**src/mac_pkg.sv**
```systemverilog
`default_nettype none

package mac_pkg;

	////////////////////////////////////////
	// Widths
	////////////////////////////////////////

	// Q8.8 operands and results
	localparam int DATA_W = 16;
	localparam int FRAC_W = 8;
	localparam int TAG_W = 4;

	// Scaled product keeps the upper bits of the full product
	localparam int PROD_W = 2 * DATA_W - FRAC_W;
	// One guard bit for the add
	localparam int TOTAL_W = PROD_W + 1;

	// Saturation limits
	localparam int DATA_MAX = (2 ** (DATA_W - 1)) - 1;
	localparam int DATA_MIN = -(2 ** (DATA_W - 1));

	////////////////////////////////////////
	// Depths and credits
	////////////////////////////////////////

	// Command FIFO, also the sender's starting credits
	localparam int CMD_DEPTH = 4;
	// Result FIFO, also the internal issue credits
	localparam int RES_BUF_DEPTH = 4;
	// Downstream credits held after reset
	localparam int RES_CREDITS = 2;

	localparam int ISSUE_CNT_W = $clog2(RES_BUF_DEPTH + 1);
	localparam int RES_CNT_W = $clog2(RES_CREDITS + 1);

	////////////////////////////////////////
	// Types
	////////////////////////////////////////

	typedef enum logic [1:0] {
		OP_MAC_EXT  = 2'd0,
		OP_MAC_ACC  = 2'd1,
		OP_ACC_LOAD = 2'd2,
		OP_RSVD     = 2'd3
	} mac_op_e;

	// Incoming command
	typedef struct packed {
		mac_op_e                  op;
		logic [TAG_W-1:0]         tag;
		logic signed [DATA_W-1:0] data;
		logic signed [DATA_W-1:0] weight;
		logic signed [DATA_W-1:0] sum;
	} mac_cmd_t;

	// Decoded operation
	typedef struct packed {
		logic [TAG_W-1:0]         tag;
		logic signed [DATA_W-1:0] data;
		logic signed [DATA_W-1:0] weight;
		logic signed [DATA_W-1:0] sum;
		logic                     use_acc;
		logic                     zero_prod;
		logic                     acc_wr;
		logic                     err;
	} mac_uop_t;

	// Outgoing result
	typedef struct packed {
		logic [TAG_W-1:0]         tag;
		logic signed [DATA_W-1:0] value;
		logic                     err;
	} mac_res_t;

endpackage

`default_nettype wire

```
**src/credit_fifo.sv**
```systemverilog
`timescale 1ns/1ns
`default_nettype none

module credit_fifo #(
	parameter type T = logic,
	parameter int DEPTH = 4
) (
	input logic clk,
	input logic multAddRst,
	input logic push,
	input T push_data,
	input logic pop,
	output T pop_data,
	output logic empty,
	output logic full
);

	localparam int PTR_W = $clog2(DEPTH);
	localparam int CNT_W = $clog2(DEPTH + 1);

	// Entry storage
	T mem [DEPTH];

	logic [PTR_W-1:0] wr_ptr;
	logic [PTR_W-1:0] rd_ptr;
	logic [CNT_W-1:0] count;

	assign empty = (count == '0);
	assign full = (count == CNT_W'(DEPTH));
	// Head entry always visible
	assign pop_data = mem[rd_ptr];

	always_ff @(posedge clk) begin
		if (push) begin
			mem[wr_ptr] <= push_data;
		end
	end

	// Pointers wrap at DEPTH, not at a power of two
	always_ff @(posedge clk or posedge multAddRst) begin
		if (multAddRst) begin
			wr_ptr <= '0;
			rd_ptr <= '0;
			count <= '0;
		end else begin
			if (push) begin
				wr_ptr <= (wr_ptr == PTR_W'(DEPTH - 1)) ? '0 : wr_ptr + 1'b1;
			end
			if (pop) begin
				rd_ptr <= (rd_ptr == PTR_W'(DEPTH - 1)) ? '0 : rd_ptr + 1'b1;
			end
			// Count only moves on a lone push or pop
			if (push && !pop) begin
				count <= count + 1'b1;
			end else if (pop && !push) begin
				count <= count - 1'b1;
			end
		end
	end

	// Credit discipline upstream keeps these quiet
	a_no_overflow: assert property (@(posedge clk) disable iff (multAddRst) full |-> !push)
		else $error("credit_fifo push while full");
	a_no_underflow: assert property (@(posedge clk) disable iff (multAddRst) empty |-> !pop)
		else $error("credit_fifo pop while empty");

endmodule

`default_nettype wire

```
**src/mac_decode.sv**
```systemverilog
`timescale 1ns/1ns
`default_nettype none

module mac_decode (
	input logic clk,
	input logic multAddRst,
	input logic cmd_valid,
	input mac_pkg::mac_cmd_t cmd,
	output logic cmd_credit,
	input logic slot_free,
	output logic uop_valid,
	output mac_pkg::mac_uop_t uop
);

	import mac_pkg::*;

	mac_cmd_t head;
	logic cmd_empty;
	logic issue;
	mac_uop_t dec;

	// Free result slots downstream
	logic [ISSUE_CNT_W-1:0] issue_cnt;

	////////////////////////////////////////
	// Command buffer
	////////////////////////////////////////

	credit_fifo #(
		.T(mac_cmd_t),
		.DEPTH(CMD_DEPTH)
	) i_cmd_fifo (
		.clk(clk),
		.multAddRst(multAddRst),
		.push(cmd_valid),
		.push_data(cmd),
		.pop(issue),
		.pop_data(head),
		.empty(cmd_empty),
		.full()
	);

	// Issue only with a slot reserved in the result FIFO
	assign issue = !cmd_empty && (issue_cnt != '0);

	////////////////////////////////////////
	// Opcode decode
	////////////////////////////////////////

	always_comb begin
		dec = '0;
		dec.tag = head.tag;
		dec.data = head.data;
		dec.weight = head.weight;
		dec.sum = head.sum;
		case (head.op)
			// Plain external sum
			OP_MAC_EXT: dec.zero_prod = 1'b0;
			OP_MAC_ACC: begin
				dec.use_acc = 1'b1;
				dec.acc_wr = 1'b1;
			end
			// Sum passes straight into the accumulator
			OP_ACC_LOAD: begin
				dec.zero_prod = 1'b1;
				dec.acc_wr = 1'b1;
			end
			// Reserved, zero product plus zero sum gives value 0
			default: begin
				dec.zero_prod = 1'b1;
				dec.sum = '0;
				dec.err = 1'b1;
			end
		endcase
	end

	// Payload
	always_ff @(posedge clk) begin
		if (issue) begin
			uop <= dec;
		end
	end

	always_ff @(posedge clk or posedge multAddRst) begin
		if (multAddRst) begin
			uop_valid <= 1'b0;
			cmd_credit <= 1'b0;
			issue_cnt <= ISSUE_CNT_W'(RES_BUF_DEPTH);
		end else begin
			uop_valid <= issue;
			// Freed FIFO entry goes back to the sender
			cmd_credit <= issue;
			if (issue && !slot_free) begin
				issue_cnt <= issue_cnt - 1'b1;
			end else if (slot_free && !issue) begin
				issue_cnt <= issue_cnt + 1'b1;
			end
		end
	end

	// Result side never returns more slots than exist
	a_issue_cnt_max: assert property (@(posedge clk) disable iff (multAddRst)
		issue_cnt <= ISSUE_CNT_W'(RES_BUF_DEPTH))
		else $error("issue credit count above result FIFO depth");

endmodule

`default_nettype wire

```
**src/mac_execute.sv**
```systemverilog
`timescale 1ns/1ns
`default_nettype none

module mac_execute (
	input logic clk,
	input logic multAddRst,
	input logic uop_valid,
	input mac_pkg::mac_uop_t uop,
	output logic exe_valid,
	output mac_pkg::mac_res_t exe_res
);

	import mac_pkg::*;

	// Stage 1 operands
	logic s1_valid;
	mac_uop_t s1_uop;

	// Stage 2 product plus the rest of the op
	logic s2_valid;
	mac_uop_t s2_uop;
	logic signed [PROD_W-1:0] s2_prod;

	logic signed [2*DATA_W-1:0] full_prod;
	logic signed [DATA_W-1:0] sum_sel;
	logic signed [TOTAL_W-1:0] total;
	logic signed [DATA_W-1:0] sat_val;

	// Single accumulator
	logic signed [DATA_W-1:0] acc;

	////////////////////////////////////////
	// Stage 1 and 2
	////////////////////////////////////////

	// Dropping the low FRAC_W bits is an arithmetic shift, floor rounding
	assign full_prod = s1_uop.data * s1_uop.weight;

	always_ff @(posedge clk) begin
		s1_uop <= uop;
		s2_uop <= s1_uop;
		if (s1_uop.zero_prod) begin
			s2_prod <= '0;
		end else begin
			s2_prod <= full_prod[2*DATA_W-1:FRAC_W];
		end
	end

	////////////////////////////////////////
	// Stage 3
	////////////////////////////////////////

	always_comb begin
		// Accumulator read here, so chained ops see the latest write
		sum_sel = s2_uop.use_acc ? acc : s2_uop.sum;
		total = TOTAL_W'(s2_prod) + TOTAL_W'(sum_sel);
		// Clamp to signed Q8.8 range
		if (total > DATA_MAX) begin
			sat_val = DATA_W'(DATA_MAX);
		end else if (total < DATA_MIN) begin
			sat_val = DATA_W'(DATA_MIN);
		end else begin
			sat_val = total[DATA_W-1:0];
		end
	end

	always_ff @(posedge clk) begin
		exe_res.tag <= s2_uop.tag;
		exe_res.value <= sat_val;
		exe_res.err <= s2_uop.err;
	end

	////////////////////////////////////////
	// Valids and accumulator
	////////////////////////////////////////

	always_ff @(posedge clk or posedge multAddRst) begin
		if (multAddRst) begin
			s1_valid <= 1'b0;
			s2_valid <= 1'b0;
			exe_valid <= 1'b0;
			acc <= '0;
		end else begin
			s1_valid <= uop_valid;
			s2_valid <= s1_valid;
			exe_valid <= s2_valid;
			// Load and MAC_ACC write back, reserved leaves it alone
			if (s2_valid && s2_uop.acc_wr) begin
				acc <= sat_val;
			end
		end
	end

	// Reserved ops arrive with a zero product and a zero sum
	a_err_zero: assert property (@(posedge clk) disable iff (multAddRst)
		exe_valid && exe_res.err |-> exe_res.value == '0)
		else $error("error result with nonzero value");

endmodule

`default_nettype wire

```
**src/mac_result.sv**
```systemverilog
`timescale 1ns/1ns
`default_nettype none

module mac_result (
	input logic clk,
	input logic multAddRst,
	input logic exe_valid,
	input mac_pkg::mac_res_t exe_res,
	output logic res_valid,
	output mac_pkg::mac_res_t res,
	input logic res_credit,
	output logic slot_free
);

	import mac_pkg::*;

	mac_res_t head;
	logic res_empty;
	logic send;

	// Receiver slots still available
	logic [RES_CNT_W-1:0] credit_cnt;

	////////////////////////////////////////
	// Result buffer
	////////////////////////////////////////

	// Decode holds a slot for every op in flight
	credit_fifo #(
		.T(mac_res_t),
		.DEPTH(RES_BUF_DEPTH)
	) i_res_fifo (
		.clk(clk),
		.multAddRst(multAddRst),
		.push(exe_valid),
		.push_data(exe_res),
		.pop(send),
		.pop_data(head),
		.empty(res_empty),
		.full()
	);

	assign send = !res_empty && (credit_cnt != '0);

	always_ff @(posedge clk) begin
		if (send) begin
			res <= head;
		end
	end

	always_ff @(posedge clk or posedge multAddRst) begin
		if (multAddRst) begin
			res_valid <= 1'b0;
			slot_free <= 1'b0;
			credit_cnt <= RES_CNT_W'(RES_CREDITS);
		end else begin
			res_valid <= send;
			// Hands the slot back to decode
			slot_free <= send;
			if (send && !res_credit) begin
				credit_cnt <= credit_cnt - 1'b1;
			end else if (res_credit && !send) begin
				credit_cnt <= credit_cnt + 1'b1;
			end
		end
	end

	// Receiver never returns more credits than it was given
	a_credit_max: assert property (@(posedge clk) disable iff (multAddRst)
		credit_cnt <= RES_CNT_W'(RES_CREDITS))
		else $error("downstream credit count above its start value");

endmodule

`default_nettype wire

```
**src/mac_unit.sv**
```systemverilog
`timescale 1ns/1ns
`default_nettype none

module mac_unit (
	input logic clk,
	input logic multAddRst,
	// Command channel
	input logic cmd_valid,
	input mac_pkg::mac_cmd_t cmd,
	output logic cmd_credit,
	// Result channel
	output logic res_valid,
	output mac_pkg::mac_res_t res,
	input logic res_credit
);

	import mac_pkg::*;

	// Decode to execute
	logic uop_valid;
	mac_uop_t uop;

	// Execute to result
	logic exe_valid;
	mac_res_t exe_res;

	// Issue credit return
	logic slot_free;

	mac_decode i_mac_decode (
		.clk(clk),
		.multAddRst(multAddRst),
		.cmd_valid(cmd_valid),
		.cmd(cmd),
		.cmd_credit(cmd_credit),
		.slot_free(slot_free),
		.uop_valid(uop_valid),
		.uop(uop)
	);

	// Three cycles, no back-pressure
	mac_execute i_mac_execute (
		.clk(clk),
		.multAddRst(multAddRst),
		.uop_valid(uop_valid),
		.uop(uop),
		.exe_valid(exe_valid),
		.exe_res(exe_res)
	);

	mac_result i_mac_result (
		.clk(clk),
		.multAddRst(multAddRst),
		.exe_valid(exe_valid),
		.exe_res(exe_res),
		.res_valid(res_valid),
		.res(res),
		.res_credit(res_credit),
		.slot_free(slot_free)
	);

endmodule

`default_nettype wire

```
**config.mk**
```make
export PLATFORM = sky130hd
export DESIGN_NAME = mac_unit
export DESIGN_NICKNAME = d
export VERILOG_FILES = /design/src/mac_pkg.sv /design/src/credit_fifo.sv /design/src/mac_decode.sv /design/src/mac_execute.sv /design/src/mac_result.sv /design/src/mac_unit.sv
export SDC_FILE = /design/constraint.sdc
export NUM_CORES = 1
export LEC_CHECK = 0
export ABC_CLOCK_PERIOD_IN_PS = 7000
export BUFFER_PORTS_ARGS = -buffer_cell sky130_fd_sc_hd__buf_2
export CAP_MARGIN = 0
export CORE_ASPECT_RATIO = 0.75
export CORE_MARGIN = 1.5
export CORE_UTILIZATION = 50
export DETAILED_ROUTE_END_ITERATION = 10
export PLACE_DENSITY = 0.67
export REMOVE_ABC_BUFFERS = 1
export SYNTH_ARGS = -nofsm -noshare
export SYNTH_HDL_FRONTEND = slang
export SYNTH_SLANG_ARGS = --single-unit
```
**constraint.sdc**
```tcl
create_clock -name clk -period 7 [get_ports clk]
set_input_delay 1.4 -clock clk [delete_from_list [all_inputs] [get_ports clk]]
set_output_delay 1.4 -clock clk [all_outputs]
set_load 0.01 [all_outputs]
```
==> results of run 1 <==
cell families after synthesis:
kind of cell,after synthesis
buffers and inverters,403
adder cells (fa/ha/maj),385
AO/OA/AOI/OAI,168
AND/OR/NAND/NOR,447
multiplexers,96
flip-flops,541
XOR/XNOR,61
synth_stat cells, types with 38 or more instances:
cell	n	area, sq um
sky130_fd_sc_hd__clkbuf_1	51	191
sky130_fd_sc_hd__fa_1	265	5310
sky130_fd_sc_hd__nor2_1	63	236
sky130_fd_sc_hd__dfxtp_1	124	2480
sky130_fd_sc_hd__edfxtp_1	377	11300
sky130_fd_sc_hd__inv_1	328	1230
sky130_fd_sc_hd__mux4_2	75	1690
sky130_fd_sc_hd__a21oi_1	43	215
sky130_fd_sc_hd__nand2_1	161	604
sky130_fd_sc_hd__and2_1	132	826
sky130_fd_sc_hd__ha_1	120	1500
sky130_fd_sc_hd__dfrtp_1	38	951
path summary, 6_finish.rpt:
kind,from,end,depth (start not counted)
setup / recovery,i_mac_execute.s1_uop[50],i_mac_execute.s2_prod[22],20
hold / removal,i_mac_execute.s2_uop[52],i_mac_execute.exe_res[17],0
setup reg to reg,i_mac_execute.s1_uop[50],i_mac_execute.s2_prod[22],20
hold reg to reg,i_mac_execute.s2_uop[52],i_mac_execute.exe_res[17],0
max in group asynchronous,multAddRst,i_mac_decode.i_cmd_fifo.rd_ptr[0],3
min in group asynchronous,multAddRst,i_mac_decode.issue_cnt[0],3
final cells by class:
type,count,area [sq um],area share
Antenna cell,2,5.00,0.000156
Clock buffer,74,1450,0.0451
Clock inverter,22,185,0.00578
Inverter,328,1230,0.0384
Multi-Input combinational cell,1157,12700,0.397
Sequential cell,541,14800,0.463
Tap cell,780,976,0.0305
Timing Repair Buffer,115,663,0.0207
report_power, final:
group          switching [mW]  internal (mW)
Sequential             0.0557           3.68
Clock                    1.15           1.52
Combinational           0.211          0.116
per-layer routing:
metal	GRT usage	vias to the layer above	wire length, microns
li1	-	7239	-
met1	0.303	8202	26800
met2	0.313	361	25900
met3	0.0385	69	3640
met4	0.0510	2	1200
met5	0	-	7
flip-flops by register name, summed over array words and instances, names as in the netlist, 3 cells and up:
signal,count
i_mac_decode.i_cmd_fifo.mem,216
i_mac_result.i_res_fifo.mem,84
i_mac_decode.uop,56
i_mac_execute.s1_uop,56
i_mac_execute.s2_prod,24
i_mac_execute.s2_uop,23
i_mac_execute.exe_res,21
i_mac_result.res,21
i_mac_execute.acc,16
i_mac_decode.i_cmd_fifo.count,3
i_mac_decode.issue_cnt,3
i_mac_result.i_res_fifo.count,3
layout by cell type, fill, tap and decap left out, drive strengths merged, types with 63 or more instances in the layout:
cell type and count:
buf 115, fa 265, mux4 75, nor2 63
nand2 161, edfxtp 377, ha 120, dfxtp 124
clkbuf 74, and2 132, inv 330
repair_timing:
item	CTS	global route
hold endpoints to repair	0	0
endpoints found under the setup margin	0	9
gates resized for setup	0	10
==> Flow_metrics.wiki, run 1 <==
{| class="wikitable"
! Metric !! Value
|-
| Cell row count || 76
|-
| Buffer and inverter count on the worst path || 3
|-
| Post-layout utilization of the core || 0.558
|-
| Kind of end point of the critical path || register
|-
| Vias in the first global route || 17100
|-
| Layout cell share with drive strength beyond 1 || 0.139
|-
| Mux contribution to synthesized area || 0.0662
|-
| Worst IR drop on VDD || 246 uV
|-
| Largest clock skew in the final design || 0.0181 ns
|-
| Time the final worst path needs with I/O delays and setup || 6.62 ns
|-
| Endpoint arrival time on the critical path || 7.04 ns
|-
| Min-delay worst type || register to register
|-
| Post-detailed-route count of antenna-violating nets || 0
|-
| Via Count || 15900
|-
| GPL Wtd Cong || 0.890
|-
| Ratio of total power to cell area || 210 mW/mm^2
|-
| Data required time of the worst path || 7.42 ns
|-
| Upper clock frequency limit || 0.151 GHz
|-
| # setup viols final || 0
|-
| Wire length per cell after detailed routing || 19.1 microns
|-
| Kind of cell with the highest combined delay on the critical path || adder cells
|-
| Remaining Overflow, GRT || 0
|-
| CP startpoint kind || register
|-
| Setup repair after global routing missed its margin || no
|-
| Final layout net count || 2637
|-
| Slack of the worst reg-to-reg path || 0.38 ns
|-
| Run status || complete, no violations
|-
| Tot Pwr || 6.73 mW
|-
| CTS root buffer || sky130_fd_sc_hd__clkbuf_16
|-
| Vias per cell || 5.26
|-
| Fin. max-slew vios || 0
|-
| Setup bufs post-CTS || 0
|-
| Clock-pin slew reported for the worst setup and hold paths after clock tree synthesis || 0.06 ns
|-
| Normalized max-slew margin || 0.253
|-
| Clock Latency Late Sink || 0.59 ns
|-
| Crit-path most repeated cell || sky130_fd_sc_hd__fa_1
|-
| Slowest cell on the critical path || sky130_fd_sc_hd__dfxtp_1
|-
| Die extent in y || 212 microns
|-
| Area post-placement || 0.0304 sq mm
|-
| Relative area change from synthesis to final layout || 10.3%
|-
| Area fraction in compound gates after synthesis || 0.0411
|-
| Setup Slack @ Placement || 0.197 ns
|-
| Clock tree from TritonCTS || done
|-
| Seq/Total Area, Yosys || 0.510
|-
| I/O pin total || 81
|-
| Number of enable-type register cells in the synthesized netlist || 377
|-
| Post-Route WL || 57500 microns
|-
| Final design area excluding fillers || 0.0320 sq mm
|-
| Post-synthesis xor/xnor area fraction || 0.0184
|-
| Hold bufs inserted after CTS || 0
|-
| Post-synthesis cell type count || 70
|-
| Number of clock buffers inserted by TritonCTS || 51
|-
| Dominant combinational cell family by area after synthesis || adder cells
|-
| Total negative setup slack || 0 ns
|-
| Clock tree sinks || 541
|-
| Synthesized instance count || 2101
|-
| Fill cell instance count of the final layout || 4654
|-
| Global-route total usage across every layer || 0.204
|-
| Overall die width || 281 microns
|-
| Total count of hold-check failures in the final report || 0
|-
| Pin count of the biggest net entering global routing || 61
|-
| Wire length of the first global-routing pass || 93400 microns
|-
| Mean instance size in the synthesized netlist || 13.8 sq um
|-
| Total standard cell area after synthesis || 0.0291 sq mm
|-
| Post-route worst hold slack || 0.313 ns
|-
| Clock Path Buffers || 3
|-
| Number of flip-flops and latches in the synthesized netlist || 541
|-
| Router iterations before antenna repair || 5
|-
| Ys flop type || sky130_fd_sc_hd__edfxtp_1
|-
| Area of the die || 0.0596 sq mm
|-
| Share of synthesized flip-flops with an asynchronous set or reset || 0.0739
|-
| Post-route insts no fill || 3019
|-
| Final worst path period share || 0.946
|-
| Maximum fanout count along the critical path || 10
|-
| H-tree depth || 2
|-
| Crit path cell chain || buf_4 -> and2_1 -> fa_1 -> fa_1 -> fa_1 -> fa_1 -> fa_1 -> inv_1 -> fa_1 -> inv_1 -> ha_1 -> a21o_1 -> a21o_1 -> a21oi_1 -> nor2_1 -> a211oi_1 -> a21boi_0 -> nand2b_1 -> a311oi_1 -> nor3_1
|-
| Initial antenna violation count || 3
|-
| Delay of the slowest cell on the worst path || 0.70 ns
|-
| Worst Path Class, Setup || register to register
|-
| First-iteration detailed-routing DRC count || 1139
|-
| Worst-Margin Slew || 1.12 ns
|-
| Synth warnings || 0
|-
| Smallest setup slack after layout || 0.380 ns
|-
| Leak pwr || 13.1 nW
|-
| DP HPWL || 41500 microns
|-
| Total core area || 0.0574 sq mm
|-
| Total instance count after detailed placement || 2921
|-
| Adder-cell share of the synthesized area || 0.234
|-
| Starting Density || 0.506
|-
| Maximum capacitance violations || 0
|-
| DRC violation count after routing || 0
|-
| Input/output buffers || 80
|-
| Share of synthesized cell area in and, or, nand and nor gates || 0.0770
|}
Note: power is estimated with default switching activity, not from simulation.
==> run 2: changes to the inputs <==
--- a/config.mk
+++ b/config.mk
@@ -8,12 +8,15 @@
 export ABC_CLOCK_PERIOD_IN_PS = 7000
 export BUFFER_PORTS_ARGS = -buffer_cell sky130_fd_sc_hd__buf_2
 export CAP_MARGIN = 0
+export CELL_PAD_IN_SITES_DETAIL_PLACEMENT = 0
+export CELL_PAD_IN_SITES_GLOBAL_PLACEMENT = 2
 export CORE_ASPECT_RATIO = 0.75
 export CORE_MARGIN = 1.5
-export CORE_UTILIZATION = 50
+export CORE_UTILIZATION = 46
 export DETAILED_ROUTE_END_ITERATION = 10
-export PLACE_DENSITY = 0.67
+export PLACE_DENSITY = 0.82
 export REMOVE_ABC_BUFFERS = 1
 export SYNTH_ARGS = -nofsm -noshare
 export SYNTH_HDL_FRONTEND = slang
+export SYNTH_HIERARCHICAL = 1
 export SYNTH_SLANG_ARGS = --single-unit
==> run 2 against run 1 <==
Compared with the run above: cell count grew 1.5%; non-clock buffer count decreased by 14; routed wire length up 0.51%; worst setup slack gained 0.15 ns; critical path type unchanged; largest cell class unchanged; via count shrank 0.86%; flip-flop and latch count unchanged; highest routed layer unchanged.
==> Flow_metrics.wiki, run 2 <==
{| class="wikitable"
! Metric !! Value
|-
| Run status || complete, no violations
|-
| Normalized max-slew margin || 0.164
|-
| DRC violation count after routing || 0
|-
| Total negative setup slack || 0 ns
|-
| Number of clock buffers inserted by TritonCTS || 52
|-
| Router iterations before antenna repair || 5
|-
| Post-detailed-route count of antenna-violating nets || 0
|-
| Upper clock frequency limit || 0.155 GHz
|-
| Endpoint arrival time on the critical path || 6.93 ns
|-
| Global-route total usage across every layer || 0.187
|-
| Data required time of the worst path || 7.46 ns
|-
| Clock-pin slew reported for the worst setup and hold paths after clock tree synthesis || 0.06 ns
|-
| Ratio of total power to cell area || 211 mW/mm^2
|-
| Relative area change from synthesis to final layout || 10.0%
|-
| Clock share of power || 0.400
|-
| Fin. max-slew vios || 0
|-
| Final design area excluding fillers || 0.0321 sq mm
|-
| Combinational power share || 0.048
|-
| Overall die width || 294 microns
|-
| Clock tree from TritonCTS || done
|-
| Net switching component of the power || 1.43 mW
|-
| Crit path cell chain || nand2_1 -> inv_1 -> fa_1 -> fa_1 -> buf_4 -> fa_1 -> fa_1 -> fa_1 -> fa_1 -> ha_1 -> a21o_1 -> or3_1 -> o211ai_1 -> nand2b_1 -> a21oi_1 -> mux2_2
|-
| Largest registers || i_mac_decode/i_cmd_fifo/mem (216), i_mac_result/i_res_fifo/mem (84)
|-
| Hold bufs inserted after CTS || 0
|-
| Vias per cell || 5.14
|-
| Clock Path Buffers || 3
|-
| Layout cell share with drive strength beyond 1 || 0.141
|-
| Final worst path period share || 0.924
|-
| Remaining Overflow, GRT || 0
|-
| Clock Latency Late Sink || 0.59 ns
|-
| Fill cell instance count of the final layout || 5263
|-
| Via Count || 15700
|-
| CP startpoint kind || register
|-
| I/O pin total || 81
|-
| Worst Path Class, Setup || register to register
|-
| Net switching fraction of the power || 0.212
|-
| Crit-path most repeated cell || sky130_fd_sc_hd__fa_1
|-
| Tot Pwr || 6.77 mW
|-
| Clock tree sinks || 541
|-
| Slowest cell on the critical path || sky130_fd_sc_hd__dfxtp_1
|-
| Largest clock skew in the final design || 0.0262 ns
|-
| Mean instance size in the synthesized netlist || 13.9 sq um
|-
| Most used cells in the layout excluding fill and tap cells || sky130_fd_sc_hd__edfxtp_1, sky130_fd_sc_hd__inv_1, sky130_fd_sc_hd__fa_1
|-
| Internal power consumption || 5.34 mW
|-
| Kind of end point of the critical path || register
|-
| Wire length per cell after detailed routing || 18.9 microns
|-
| Setup repair after global routing missed its margin || no
|-
| Input/output buffers || 80
|-
| Post-Route WL || 57800 microns
|-
| Total core area || 0.0624 sq mm
|-
| Worst IR drop on VDD || 179 uV
|-
| Wire length of the first global-routing pass || 94700 microns
|-
| Slack of the worst reg-to-reg path || 0.53 ns
|-
| Top register by number of flip-flops || i_mac_decode/i_cmd_fifo/mem
|-
| GPL Wtd Cong || 0.847
|-
| Final layout net count || 2611
|-
| Setup bufs post-CTS || 0
|-
| Time the final worst path needs with I/O delays and setup || 6.47 ns
|-
| DP HPWL || 42300 microns
|-
| Total count of hold-check failures in the final report || 0
|-
| Maximum fanout count along the critical path || 16
|-
| Leak pwr || 13.0 nW
|-
| CTS root buffer || sky130_fd_sc_hd__clkbuf_16
|-
| Vias in the first global route || 17200
|-
| Synthesized instance count || 2090
|-
| Sequential cell fraction of total power || 0.551
|-
| Worst-Margin Slew || 1.25 ns
|-
| Area post-placement || 0.0304 sq mm
|-
| Max FFs per register || 216
|-
| First-iteration detailed-routing DRC count || 1080
|-
| Initial antenna violation count || 5
|-
| Post-route worst hold slack || 0.303 ns
|-
| Most common library cell in the layout ignoring fill and taps || sky130_fd_sc_hd__edfxtp_1
|-
| Pin count of the biggest net entering global routing || 55
|-
| Area of the die || 0.0649 sq mm
|-
| Total standard cell area after synthesis || 0.0292 sq mm
|-
| Die extent in y || 221 microns
|-
| Starting Density || 0.467
|-
| Cell row count || 79
|-
| H-tree depth || 2
|-
| Synth warnings || 6
|-
| # setup viols final || 0
|-
| Min-delay worst type || register to register
|-
| Delay of the slowest cell on the worst path || 0.76 ns
|-
| Post-CTS Resized || 0
|-
| Maximum capacitance violations || 0
|}
-- run 2: metal layers --
metal  up-vias  part of all wire  track usage
li1       7208                 -            -
met1      8166              0.50        0.284
met2       279              0.44        0.285
met3        77             0.043       0.0287
met4         6             0.017       0.0444
met5         -           0.00059            0
-- run 2: final cells by class --
class,instances,area [sq um],area share
sequential,541,14800,0.462
multi-input combinational,1152,12700,0.397
clock buffer,72,1460,0.0454
inverter,320,1200,0.0375
tap,850,1060,0.0332
timing repair buffer,101,558,0.0174
clock inverter,26,233,0.00726
antenna,2,5.00,0.000156
-- run 2: through the flow --
stage | util | std cells | setup slack [ns]
4_1_cts | 0.514 | 3062 | 0.521
3_5_place_dp | 0.487 | 2964 | 0.561
5_1_grt | 0.514 | 3064 | 0.169
6_report | 0.514 | 3064 | 0.529
3_3_place_gp | 0.487 | 2964 | 0.657
2_1_floorplan | - | 2013 | 1.14
-- run 2: worst max-delay path: cells and delay by family, from the launching register on --
family	cells	cell delay [ns]
adder cells (fa/ha/maj)	7	3.49
flip-flops	1	0.76
AND/OR/NAND/NOR	3	0.71
AO/OA/AOI/OAI	3	0.69
buffers and inverters	2	0.35
multiplexers	1	0.34
-- run 2: power by group through the flow --
stage / Combinational, mW / Clock (mW) / Sequential (mW)
6_report: 0.328 / 2.71 / 3.73
4_1_cts: 0.338 / 2.78 / 3.74
2_1_floorplan: 0.204 / 0 / 3.79
5_1_grt: 0.365 / 2.91 / 3.75
3_3_place_gp: 0.324 / 0 / 3.78
3_5_place_dp: 0.336 / 0 / 3.80
-- run 2: path summary, 6_finish.rpt --
path,to,start,depth (start not counted)
setup / recovery,i_mac_execute/s2_prod[20],i_mac_execute/s1_uop[21],16
hold reg to reg,i_mac_execute/s2_uop[7],i_mac_execute/s1_uop[7],0
min in group asynchronous,i_mac_result/credit_cnt[0],multAddRst,2
hold / removal,i_mac_execute/s2_uop[7],i_mac_execute/s1_uop[7],0
max in group asynchronous,i_mac_execute/acc[11],multAddRst,2
setup reg to reg,i_mac_execute/s2_prod[20],i_mac_execute/s1_uop[21],16
